`config.mk`:
```
export PLATFORM = sky130hd
export DESIGN_NAME = riscvTop
export DESIGN_NICKNAME = d
export VERILOG_FILES = /design/src/hw/rvPkg.sv /design/src/hw/decodeStage.sv /design/src/hw/executeStage.sv /design/src/hw/fetchStage.sv /design/src/hw/memWbStage.sv /design/src/hw/riscvTop.sv
export SDC_FILE = /design/constraint.sdc
export NUM_CORES = 1
export LEC_CHECK = 0
export BUFFER_PORTS_ARGS = -buffer_cell sky130_fd_sc_hd__buf_2
export CORE_UTILIZATION = 46
export CTS_BUF_LIST = sky130_fd_sc_hd__clkbuf_8
export DETAILED_ROUTE_END_ITERATION = 10
export SYNTH_ARGS = -nofsm -noshare
export SYNTH_HDL_FRONTEND = slang
export SYNTH_SLANG_ARGS = --single-unit
```
`constraint.sdc`:
```
create_clock -name CLK -period 9.9 [get_ports CLK]
set_input_delay 0.495 -clock CLK [delete_from_list [all_inputs] [get_ports CLK]]
set_output_delay 0.495 -clock CLK [all_outputs]
set_load 0.01 [all_outputs]
```
`src/hw/rvPkg.sv`:
```
package rvPkg;

   localparam int xlen = 32;    // data and pc width
   localparam int regAddrW = 5;

   // major opcodes of the supported RV32I subset
   typedef enum logic [6:0] {
      opReg    = 7'b0110011,
      opImm    = 7'b0010011,
      opLoad   = 7'b0000011,
      opStore  = 7'b0100011,
      opBranch = 7'b1100011,
      opJal    = 7'b1101111,
      opJalr   = 7'b1100111,
      opSystem = 7'b1110011
   } opcodeE;

   typedef enum logic [3:0] {
      aluAdd,
      aluSub,
      aluSll,
      aluSlt,
      aluSltu,
      aluXor,
      aluSrl,
      aluSra,
      aluOr,
      aluAnd
   } aluOpE;

   typedef struct packed {
      logic       regWrite;   // cleared for rd == x0
      logic       memRead;
      logic       memWrite;
      aluOpE      aluOp;
      logic       srcAPc;     // operand a is the pc
      logic       srcBImm;    // operand b is the immediate
      logic       isBranch;
      logic       isJal;
      logic       isJalr;
      logic       isHalt;
      logic [2:0] brCond;     // funct3 of a branch
   } ctrlT;

   typedef struct packed {
      logic                valid;
      ctrlT                ctrl;
      logic [xlen-1:0]     pc;
      logic [xlen-1:0]     rs1Val;
      logic [xlen-1:0]     rs2Val;
      logic [regAddrW-1:0] rs1;
      logic [regAddrW-1:0] rs2;
      logic [regAddrW-1:0] rd;
      logic [xlen-1:0]     imm;
   } idExT;

   typedef struct packed {
      logic                valid;
      logic                regWrite;
      logic                memRead;
      logic                memWrite;
      logic                isHalt;
      logic [xlen-1:0]     aluResult;   // link value for jumps
      logic [xlen-1:0]     storeData;
      logic [regAddrW-1:0] rd;
   } exMemT;

   typedef struct packed {
      logic                valid;
      logic                regWrite;
      logic                isHalt;
      logic [regAddrW-1:0] rd;
      logic [xlen-1:0]     wdata;
   } memWbT;

endpackage

```
`src/hw/decodeStage.sv`:
```
`timescale 1ns/1ps

module decodeStage (
   input  logic                       CLK,
   input  logic                       RSTn,
   input  logic [rvPkg::xlen-1:0]     instId,
   input  logic [rvPkg::xlen-1:0]     pcId,
   input  logic                       validId,
   input  logic                       flush,
   input  logic [rvPkg::xlen-1:0]     rfRd1,
   input  logic [rvPkg::xlen-1:0]     rfRd2,
   input  rvPkg::memWbT               wbFwd,
   output logic [rvPkg::regAddrW-1:0] rfRa1,
   output logic [rvPkg::regAddrW-1:0] rfRa2,
   output logic                       stall,
   output logic                       haltFetch,
   output rvPkg::idExT                idEx
);

   logic [rvPkg::regAddrW-1:0] rs1;
   logic [rvPkg::regAddrW-1:0] rs2;
   logic [rvPkg::regAddrW-1:0] rd;
   rvPkg::opcodeE              opcode;
   rvPkg::ctrlT                ctrl;
   logic [rvPkg::xlen-1:0]     imm;
   logic [rvPkg::xlen-1:0]     rs1Val;
   logic [rvPkg::xlen-1:0]     rs2Val;
   logic                       useRs1;
   logic                       useRs2;
   logic                       loadUse;

   function automatic rvPkg::aluOpE aluDecode(input logic [2:0] funct3, input logic alt);
      rvPkg::aluOpE op;
      case (funct3)
         3'b000:  op = alt ? rvPkg::aluSub : rvPkg::aluAdd;
         3'b001:  op = rvPkg::aluSll;
         3'b010:  op = rvPkg::aluSlt;
         3'b011:  op = rvPkg::aluSltu;
         3'b100:  op = rvPkg::aluXor;
         3'b101:  op = alt ? rvPkg::aluSra : rvPkg::aluSrl;
         3'b110:  op = rvPkg::aluOr;
         default: op = rvPkg::aluAnd;
      endcase
      return op;
   endfunction

   assign rs1 = instId[19:15];
   assign rs2 = instId[24:20];
   assign rd = instId[11:7];
   assign opcode = rvPkg::opcodeE'(instId[6:0]);
   assign rfRa1 = rs1;
   assign rfRa2 = rs2;

   always_comb begin
      ctrl = '0;
      imm = '0;
      useRs1 = 1'b0;
      useRs2 = 1'b0;
      ctrl.brCond = instId[14:12];
      case (opcode)
         rvPkg::opReg: begin
            ctrl.regWrite = 1'b1;
            ctrl.aluOp = aluDecode(instId[14:12], instId[30]);
            useRs1 = 1'b1;
            useRs2 = 1'b1;
         end
         rvPkg::opImm: begin
            ctrl.regWrite = 1'b1;
            ctrl.srcBImm = 1'b1;
            // bit 30 picks sub only for registers, for immediates only srai
            ctrl.aluOp = aluDecode(instId[14:12], instId[30] && instId[14:12] == 3'b101);
            imm = {{20{instId[31]}}, instId[31:20]};
            useRs1 = 1'b1;
         end
         rvPkg::opLoad: begin
            ctrl.regWrite = 1'b1;
            ctrl.memRead = 1'b1;
            ctrl.srcBImm = 1'b1;
            imm = {{20{instId[31]}}, instId[31:20]};
            useRs1 = 1'b1;
         end
         rvPkg::opStore: begin
            ctrl.memWrite = 1'b1;
            ctrl.srcBImm = 1'b1;
            imm = {{20{instId[31]}}, instId[31:25], instId[11:7]};
            useRs1 = 1'b1;
            useRs2 = 1'b1;
         end
         rvPkg::opBranch: begin
            ctrl.isBranch = 1'b1;
            imm = {{19{instId[31]}}, instId[31], instId[7], instId[30:25], instId[11:8], 1'b0};
            useRs1 = 1'b1;
            useRs2 = 1'b1;
         end
         rvPkg::opJal: begin
            ctrl.regWrite = 1'b1;
            ctrl.isJal = 1'b1;
            ctrl.srcAPc = 1'b1;   // target is pc + imm through the alu
            ctrl.srcBImm = 1'b1;
            imm = {{11{instId[31]}}, instId[31], instId[19:12], instId[20], instId[30:21], 1'b0};
         end
         rvPkg::opJalr: begin
            ctrl.regWrite = 1'b1;
            ctrl.isJalr = 1'b1;
            ctrl.srcBImm = 1'b1;
            imm = {{20{instId[31]}}, instId[31:20]};
            useRs1 = 1'b1;
         end
         rvPkg::opSystem: ctrl.isHalt = 1'b1;
         default: ;
      endcase
      if (rd == '0) begin
         ctrl.regWrite = 1'b0;   // x0 never written
      end
   end

   // WB writes the register file at the same edge, so take its value here
   assign rs1Val = (wbFwd.valid && wbFwd.regWrite && wbFwd.rd == rs1) ? wbFwd.wdata : rfRd1;
   assign rs2Val = (wbFwd.valid && wbFwd.regWrite && wbFwd.rd == rs2) ? wbFwd.wdata : rfRd2;

   // load in EX feeding this instruction
   assign loadUse = idEx.valid && idEx.ctrl.memRead && idEx.ctrl.regWrite &&
                    ((useRs1 && rs1 == idEx.rd) || (useRs2 && rs2 == idEx.rd));
   assign stall = validId && loadUse;
   assign haltFetch = validId && !flush && ctrl.isHalt;

   always_ff @(posedge CLK) begin
      if (RSTn) begin
         idEx.valid <= 1'b0;
         idEx.ctrl <= '0;
      end else if (flush || stall || !validId) begin
         idEx.valid <= 1'b0;   // bubble
         idEx.ctrl <= '0;
      end else begin
         idEx.valid <= 1'b1;
         idEx.ctrl <= ctrl;
      end
   end

   always_ff @(posedge CLK) begin
      idEx.pc <= pcId;
      idEx.rs1Val <= rs1Val;
      idEx.rs2Val <= rs2Val;
      idEx.rs1 <= rs1;
      idEx.rs2 <= rs2;
      idEx.rd <= rd;
      idEx.imm <= imm;
   end

   // a load in EX never redirects
   stallFlushExclusive: assert property (@(posedge CLK) disable iff (RSTn)
      idEx.valid |-> !(stall && flush));

endmodule

```
`src/hw/executeStage.sv`:
```
`timescale 1ns/1ps

module executeStage (
   input  logic                   CLK,
   input  logic                   RSTn,
   input  rvPkg::idExT            idEx,
   input  rvPkg::exMemT           memFwd,
   input  rvPkg::memWbT           wbFwd,
   output logic                   redirect,
   output logic [rvPkg::xlen-1:0] redirectPc,
   output rvPkg::exMemT           exMem
);

   logic [rvPkg::xlen-1:0] rs1Fwd;
   logic [rvPkg::xlen-1:0] rs2Fwd;
   logic [rvPkg::xlen-1:0] opA;
   logic [rvPkg::xlen-1:0] opB;
   logic [rvPkg::xlen-1:0] aluY;
   logic [rvPkg::xlen-1:0] linkPc;
   logic                   taken;
   logic                   isJump;

   function automatic logic [rvPkg::xlen-1:0] pickOperand(
      input logic [rvPkg::regAddrW-1:0] src,
      input logic [rvPkg::xlen-1:0]     idVal,
      input rvPkg::exMemT               m,
      input rvPkg::memWbT               w
   );
      logic [rvPkg::xlen-1:0] val;
      val = idVal;
      if (w.valid && w.regWrite && w.rd == src) begin
         val = w.wdata;
      end
      // MEM is younger and overrides WB, a load there is covered by the stall
      if (m.valid && m.regWrite && !m.memRead && m.rd == src) begin
         val = m.aluResult;
      end
      return val;
   endfunction

   assign rs1Fwd = pickOperand(idEx.rs1, idEx.rs1Val, memFwd, wbFwd);
   assign rs2Fwd = pickOperand(idEx.rs2, idEx.rs2Val, memFwd, wbFwd);
   assign opA = idEx.ctrl.srcAPc ? idEx.pc : rs1Fwd;
   assign opB = idEx.ctrl.srcBImm ? idEx.imm : rs2Fwd;

   always_comb begin
      case (idEx.ctrl.aluOp)
         rvPkg::aluSub:  aluY = opA - opB;
         rvPkg::aluSll:  aluY = opA << opB[4:0];
         rvPkg::aluSlt:  aluY = {{(rvPkg::xlen-1){1'b0}}, $signed(opA) < $signed(opB)};
         rvPkg::aluSltu: aluY = {{(rvPkg::xlen-1){1'b0}}, opA < opB};
         rvPkg::aluXor:  aluY = opA ^ opB;
         rvPkg::aluSrl:  aluY = opA >> opB[4:0];
         rvPkg::aluSra:  aluY = $signed(opA) >>> opB[4:0];
         rvPkg::aluOr:   aluY = opA | opB;
         rvPkg::aluAnd:  aluY = opA & opB;
         default:        aluY = opA + opB;   // add, address and jump target
      endcase
   end

   always_comb begin
      case (idEx.ctrl.brCond)
         3'b000:  taken = rs1Fwd == rs2Fwd;
         3'b001:  taken = rs1Fwd != rs2Fwd;
         3'b100:  taken = $signed(rs1Fwd) < $signed(rs2Fwd);
         3'b101:  taken = $signed(rs1Fwd) >= $signed(rs2Fwd);
         3'b110:  taken = rs1Fwd < rs2Fwd;
         3'b111:  taken = rs1Fwd >= rs2Fwd;
         default: taken = 1'b0;
      endcase
   end

   assign isJump = idEx.ctrl.isJal || idEx.ctrl.isJalr;
   assign linkPc = idEx.pc + 4;
   assign redirect = idEx.valid && (isJump || (idEx.ctrl.isBranch && taken));
   // jalr clears bit 0 of the target
   assign redirectPc = isJump ? {aluY[rvPkg::xlen-1:1], 1'b0} : idEx.pc + idEx.imm;

   always_ff @(posedge CLK) begin
      if (RSTn) begin
         exMem.valid <= 1'b0;
         exMem.regWrite <= 1'b0;
         exMem.memRead <= 1'b0;
         exMem.memWrite <= 1'b0;
         exMem.isHalt <= 1'b0;
      end else begin
         exMem.valid <= idEx.valid;
         exMem.regWrite <= idEx.ctrl.regWrite;
         exMem.memRead <= idEx.ctrl.memRead;
         exMem.memWrite <= idEx.ctrl.memWrite;
         exMem.isHalt <= idEx.ctrl.isHalt;
      end
   end

   always_ff @(posedge CLK) begin
      exMem.aluResult <= isJump ? linkPc : aluY;
      exMem.storeData <= rs2Fwd;
      exMem.rd <= idEx.rd;
   end

endmodule

```
`src/hw/fetchStage.sv`:
```
`timescale 1ns/1ps

module fetchStage #(
   parameter int addrWidth = 12
) (
   input  logic                   CLK,
   input  logic                   RSTn,
   input  logic                   stall,
   input  logic                   haltFetch,
   input  logic                   redirect,
   input  logic [rvPkg::xlen-1:0] redirectPc,
   input  logic [rvPkg::xlen-1:0] iMemData,
   output logic [addrWidth-1:0]   iMemAddr,
   output logic                   iMemCsn,
   output logic [rvPkg::xlen-1:0] instId,
   output logic [rvPkg::xlen-1:0] pcId,
   output logic                   validId
);

   logic [rvPkg::xlen-1:0] pc;
   logic                   fetchHalted;   // set once a SYSTEM op is decoded

   assign iMemAddr = pc[addrWidth-1:0];   // byte address
   assign iMemCsn = RSTn;

   always_ff @(posedge CLK) begin
      if (RSTn) begin
         pc <= '0;
         validId <= 1'b0;
         fetchHalted <= 1'b0;
      end else if (redirect) begin
         pc <= redirectPc;
         validId <= 1'b0;   // wrong-path fetch dropped
      end else if (haltFetch || fetchHalted) begin
         fetchHalted <= 1'b1;
         validId <= 1'b0;
      end else if (!stall) begin
         pc <= pc + 4;
         validId <= 1'b1;
      end
   end

   // IF/ID payload held while decode stalls
   always_ff @(posedge CLK) begin
      if (!stall) begin
         instId <= iMemData;
         pcId <= pc;
      end
   end

   // jump targets coming back from execute must keep fetch aligned
   alignedTarget: assert property (@(posedge CLK) disable iff (RSTn)
      redirect |=> iMemAddr[1:0] == 2'b00);

endmodule

```
`src/hw/memWbStage.sv`:
```
`timescale 1ns/1ps

module memWbStage #(
   parameter int addrWidth = 12
) (
   input  logic                       CLK,
   input  logic                       RSTn,
   input  rvPkg::exMemT               exMem,
   input  logic [rvPkg::xlen-1:0]     dMemRdata,
   output logic [addrWidth-1:0]       dMemAddr,
   output logic [rvPkg::xlen-1:0]     dMemWdata,
   output logic                       dMemWen,
   output logic                       dMemCsn,
   output rvPkg::memWbT               wbFwd,
   output logic                       rfWe,
   output logic [rvPkg::regAddrW-1:0] rfWa,
   output logic [rvPkg::xlen-1:0]     rfWd,
   output logic                       halt,
   output logic [rvPkg::xlen-1:0]     numInst
);

   rvPkg::memWbT memWb;
   logic         haltSeen;
   logic         haltRetire;   // SYSTEM op sitting in WB

   assign dMemAddr = exMem.aluResult[addrWidth-1:0];   // byte address
   assign dMemWdata = exMem.storeData;
   assign dMemWen = !(exMem.valid && exMem.memWrite);   // active low
   assign dMemCsn = RSTn;

   always_ff @(posedge CLK) begin
      if (RSTn) begin
         memWb.valid <= 1'b0;
         memWb.regWrite <= 1'b0;
         memWb.isHalt <= 1'b0;
      end else begin
         memWb.valid <= exMem.valid;
         memWb.regWrite <= exMem.valid && exMem.regWrite;
         memWb.isHalt <= exMem.valid && exMem.isHalt;
      end
   end

   always_ff @(posedge CLK) begin
      memWb.rd <= exMem.rd;
      memWb.wdata <= exMem.memRead ? dMemRdata : exMem.aluResult;
   end

   assign wbFwd = memWb;
   assign rfWe = memWb.valid && memWb.regWrite;
   assign rfWa = memWb.rd;
   assign rfWd = memWb.wdata;

   // counted on entry to WB so the count already includes the SYSTEM op when halt rises
   always_ff @(posedge CLK) begin
      if (RSTn) begin
         numInst <= '0;
      end else if (exMem.valid) begin
         numInst <= numInst + 1;
      end
   end

   assign haltRetire = memWb.valid && memWb.isHalt;

   always_ff @(posedge CLK) begin
      if (RSTn) begin
         haltSeen <= 1'b0;
      end else if (haltRetire) begin
         haltSeen <= 1'b1;   // sticky until reset
      end
   end

   assign halt = haltSeen || haltRetire;

   // a store reaches memory only as a valid instruction, never after halt
   storeOnlyValid: assert property (@(posedge CLK) disable iff (RSTn)
      !dMemWen |-> exMem.valid && exMem.memWrite && !halt);

endmodule

```
`src/hw/riscvTop.sv`:
```
`timescale 1ns/1ps

module riscvTop #(
   parameter int addrWidth = 12
) (
   input  logic                       CLK,
   input  logic                       RSTn,
   output logic                       iMemCsn,
   input  logic [rvPkg::xlen-1:0]     iMemData,
   output logic [addrWidth-1:0]       iMemAddr,
   output logic                       dMemCsn,
   input  logic [rvPkg::xlen-1:0]     dMemRdata,
   output logic [rvPkg::xlen-1:0]     dMemWdata,
   output logic [addrWidth-1:0]       dMemAddr,
   output logic                       dMemWen,
   output logic                       rfWe,
   output logic [rvPkg::regAddrW-1:0] rfRa1,
   output logic [rvPkg::regAddrW-1:0] rfRa2,
   output logic [rvPkg::regAddrW-1:0] rfWa,
   input  logic [rvPkg::xlen-1:0]     rfRd1,
   input  logic [rvPkg::xlen-1:0]     rfRd2,
   output logic [rvPkg::xlen-1:0]     rfWd,
   output logic                       halt,
   output logic [rvPkg::xlen-1:0]     numInst
);

   logic [rvPkg::xlen-1:0] instId;
   logic [rvPkg::xlen-1:0] pcId;
   logic                   validId;
   logic                   stall;
   logic                   haltFetch;
   logic                   redirect;     // taken branch or jump, flushes IF/ID and ID/EX
   logic [rvPkg::xlen-1:0] redirectPc;
   rvPkg::idExT            idEx;
   rvPkg::exMemT           exMem;
   rvPkg::memWbT           wbFwd;

   fetchStage #(.addrWidth(addrWidth)) fetch (
      .CLK(CLK), .RSTn(RSTn), .stall(stall), .haltFetch(haltFetch),
      .redirect(redirect), .redirectPc(redirectPc), .iMemData(iMemData),
      .iMemAddr(iMemAddr), .iMemCsn(iMemCsn),
      .instId(instId), .pcId(pcId), .validId(validId)
   );

   decodeStage decode (
      .CLK(CLK), .RSTn(RSTn), .instId(instId), .pcId(pcId), .validId(validId),
      .flush(redirect), .rfRd1(rfRd1), .rfRd2(rfRd2), .wbFwd(wbFwd),
      .rfRa1(rfRa1), .rfRa2(rfRa2), .stall(stall), .haltFetch(haltFetch), .idEx(idEx)
   );

   executeStage execute (
      .CLK(CLK), .RSTn(RSTn), .idEx(idEx), .memFwd(exMem), .wbFwd(wbFwd),
      .redirect(redirect), .redirectPc(redirectPc), .exMem(exMem)
   );

   memWbStage #(.addrWidth(addrWidth)) memWb (
      .CLK(CLK), .RSTn(RSTn), .exMem(exMem), .dMemRdata(dMemRdata),
      .dMemAddr(dMemAddr), .dMemWdata(dMemWdata), .dMemWen(dMemWen), .dMemCsn(dMemCsn),
      .wbFwd(wbFwd), .rfWe(rfWe), .rfWa(rfWa), .rfWd(rfWd),
      .halt(halt), .numInst(numInst)
   );

endmodule

```
==> flow_metrics.env <==
export IMPL_status="finished clean"
export IMPL_cts_root_buf="clkbuf_8"
export IMPL_clk_pin_slew_ns=0.06
export IMPL_finalPower_w=0.00456
export IMPL_track_usage_pct=40.3
export IMPL_crit_arrival_ns=8.95
export IMPL_clock_sinks=393
export IMPL_htree_levels=3
export IMPL_worst_pin_slew_ns=1.39
export IMPL_start_util_pct=46.6
export IMPL_slew_violations=0
export IMPL_syn_avg_cell_area_um2=8.31
export IMPL_critPathLaunchType="register"
export IMPL_seq_area_frac_synth_pct=30.9
export IMPL_synthCells=3311
export IMPL_leakagePower_nw=13.7
export IMPL_max_slew_margin_pct=6.99
export IMPL_synth_top_area_share_pct=23.9
export IMPL_dr_wl_met3_mm=13.2
export IMPL_synth_seq_cells=393
export IMPL_whs_ns=0.0455
export IMPL_yosys_top_cells_count="dfxtp_1 (329), nor2_1 (280), nand2_1 (256)"
export IMPL_fin_cells=4300
export IMPL_clk_insertion_delay_late_ns=0.69
export IMPL_rsz0062_at_grt="no"
export IMPL_ir_drop_mv=0.155
export IMPL_grt_pass1_vias=26321
export IMPL_wl_met1_mm=49.7
export IMPL_yosysMostFrequentCell="dfxtp_1"
export IMPL_row_count=89
export IMPL_cts_buffer_depth=3
export IMPL_fillers=5656
export IMPL_required_ns=10.46
export IMPL_drt_initial_drc_count=3089
export IMPL_grt_ovfl_total=0
export IMPL_fp_coreArea_um2=59000
export IMPL_syn_cell_area_um2=27500
export IMPL_hold_class="primary input to register"
export IMPL_final_util_pct=52.5
export IMPL_via_count=27377
export IMPL_die_h_um=247
export IMPL_cts_resized=0
export IMPL_wl_per_cell_um=29.0
export IMPL_dpl_hpwl_mm=96.7
export IMPL_gp_congestion=1.09
export IMPL_yosys_top_cells_area="dfxtp_1 (24%), ha_1 (7.4%), edfxtp_1 (7.0%)"
export IMPL_async_flop_share_pct=0
export IMPL_dr_pass1_iters=6
export IMPL_wl_mm=125
export IMPL_synthesis_nets=3607
export IMPL_yosys_warnings=0
export IMPL_critical_path_class="register to register"
export IMPL_min_from="rfRd2[8]"
export IMPL_die_area_um2=60800
export IMPL_dpl_cell_count=4117
export IMPL_met2_length_mm=54.5
export IMPL_crit_fanout=64
export IMPL_postCtsHoldBufs=51
export IMPL_finalCritPeriodShare_pct=84.8
export IMPL_cts_buffers=71
export IMPL_io_buffer_count=269
export IMPL_finalCriticalPeriod_ns=8.39
export IMPL_synth_distinct_cells=90
export IMPL_drc=0
export IMPL_grt_pass1_wl_mm=178
export IMPL_postRouteAntennaNets=0
export IMPL_power_density_nw_per_um2=147
export IMPL_layout_nets=3764
export IMPL_synth_edf_count=64
export IMPL_via_per_inst=6.37
export IMPL_maxCapViolations=0
export IMPL_skew_ns=0.0519
export IMPL_setup_viol_count_final=0
export IMPL_antenna_found_initial=7
export IMPL_end_kind="register"
export IMPL_finalHoldViolCount=0
export IMPL_drive_gt1_share_pct=16.6
export IMPL_reg2reg_from="execute.exMem[71]"
export IMPL_die_width_um=247
export IMPL_tns_ns=0
export IMPL_synth_area_leader_cell="dfxtp_1"
export IMPL_area_delta_synth_final_pct=12.5
export IMPL_synthFlopType="dfxtp_1"
export IMPL_num_io_pins=270
export IMPL_cts_tree="yes"
export IMPL_post_cts_buffers=0
export IMPL_grt_max_degree=70
export IMPL_clock_fmax_mhz=119
export IMPL_top_layer_used="met5"
export IMPL_critPathLaunch="execute.exMem[71]"
## cells in the final DEF (no fill, tap or decap), types with 41 or more instances in the layout
cell / n
a211oi_1: 64
a21o_1: 44
a21oi_1: 237
a31oi_1: 41
buf_2: 269
buf_4: 54
clkbuf_8: 87
dfxtp_1: 327
dlygate4sd3_1: 51
edfxtp_1: 64
ha_1: 163
inv_1: 170
mux2_2: 90
mux2i_1: 167
nand2_1: 255
nand3_1: 95
nor2_1: 277
nor3_1: 87
o21ai_0: 221
xnor2_1: 95
xor2_1: 77
## path summary, 6_finish.rpt
check	endpoint	slack, ns	cells after the start
setup reg to reg	decode.idEx[152]	1.51	20
setup / recovery	decode.idEx[152]	1.51	20
hold / removal	decode.idEx[55]	0.05	2
hold reg to reg	decode.idEx[132]	0.34	0
## cell families (layout without fill, tap and decap cells)
group	after synthesis	after routing	synth area share, %
adders and majority gates	166	166	7.63
muxes	264	264	10.3
DFF	393	393	30.9
other	0	1	0
xor gates and xnor gates	172	172	5.47
and+or+nand+nor	945	945	16.2
buffers and inverters	456	671	7.92
AOI/OAI and AO/OA	915	915	21.6
## report_power, final
part | total [W] | switching [W] | internal [W] | leakage [nW]
registers | 0.00184 | 0.000129 | 0.00171 | 3.46
logic | 0.000917 | 0.000591 | 0.000326 | 9.38
clock network | 0.00180 | 0.000776 | 0.00103 | 0.901
total | 0.00456 | 0.00150 | 0.00307 | 13.7
## per-stage QoR
| stage | setup slack (ns) | area, µm² |
|---|---|---|
| 6_report | 1.51 | 31000 |
| 5_1_grt | 1.18 | 31000 |
| 4_1_cts | 1.78 | 31000 |
| 3_5_place_dp | 1.85 | 28800 |
| 3_3_place_gp | 2.05 | 28800 |
| 2_1_floorplan | 2.15 | 27500 |
## area by class of cell
class	count	area [µm²]	area share [%]
Multi-Input combinational cell	2462	16900	54.7
Sequential cell	393	8510	27.5
Timing Repair Buffer	374	2260	7.30
Clock buffer	87	1200	3.87
Tap cell	773	967	3.12
Inverter	166	626	2.02
Clock inverter	44	473	1.53
Antenna cell	1	2.50	0.00808
## critical path, stage by stage, from the launching register on
cell and delay, ns:
dfxtp_1 0.30, buf_4 0.25, nand3b_4 0.22, or4_4 0.57, or2_2 0.35, buf_4 0.32
o21ai_0 0.82, ha_1 0.25, nand2_1 0.06, or3_1 0.39, nor4_1 0.66, o311ai_0 0.48
and4_1 0.33, o31ai_1 0.34, a31oi_1 0.45, or2_2 0.74, nor2_2 0.54, nand3_1 0.38
inv_1 0.25, nand3_1 0.19, a311oi_1 0.33
## flip-flops by register name, indices dropped and copies added, names as in the netlist
register           cells
fetch.pc              32
memWb.wbFwd            3
fetch.fetchHalted      1
decode.idEx          148
fetch.pcId            32
fetch.instId          32
memWb.haltSeen         1
memWb.rfWd            32
fetch.validId          1
execute.exMem         74
memWb.rfWa             5
memWb.numInst         32
## layer usage
metal  vias up  track usage [%]
met4         6             21.1
met2      1569             62.3
met1     13280             50.6
met3       341             11.5
met5         -                0
li1      12181                -
No activity file was read; power rests on OpenSTA's default activity.
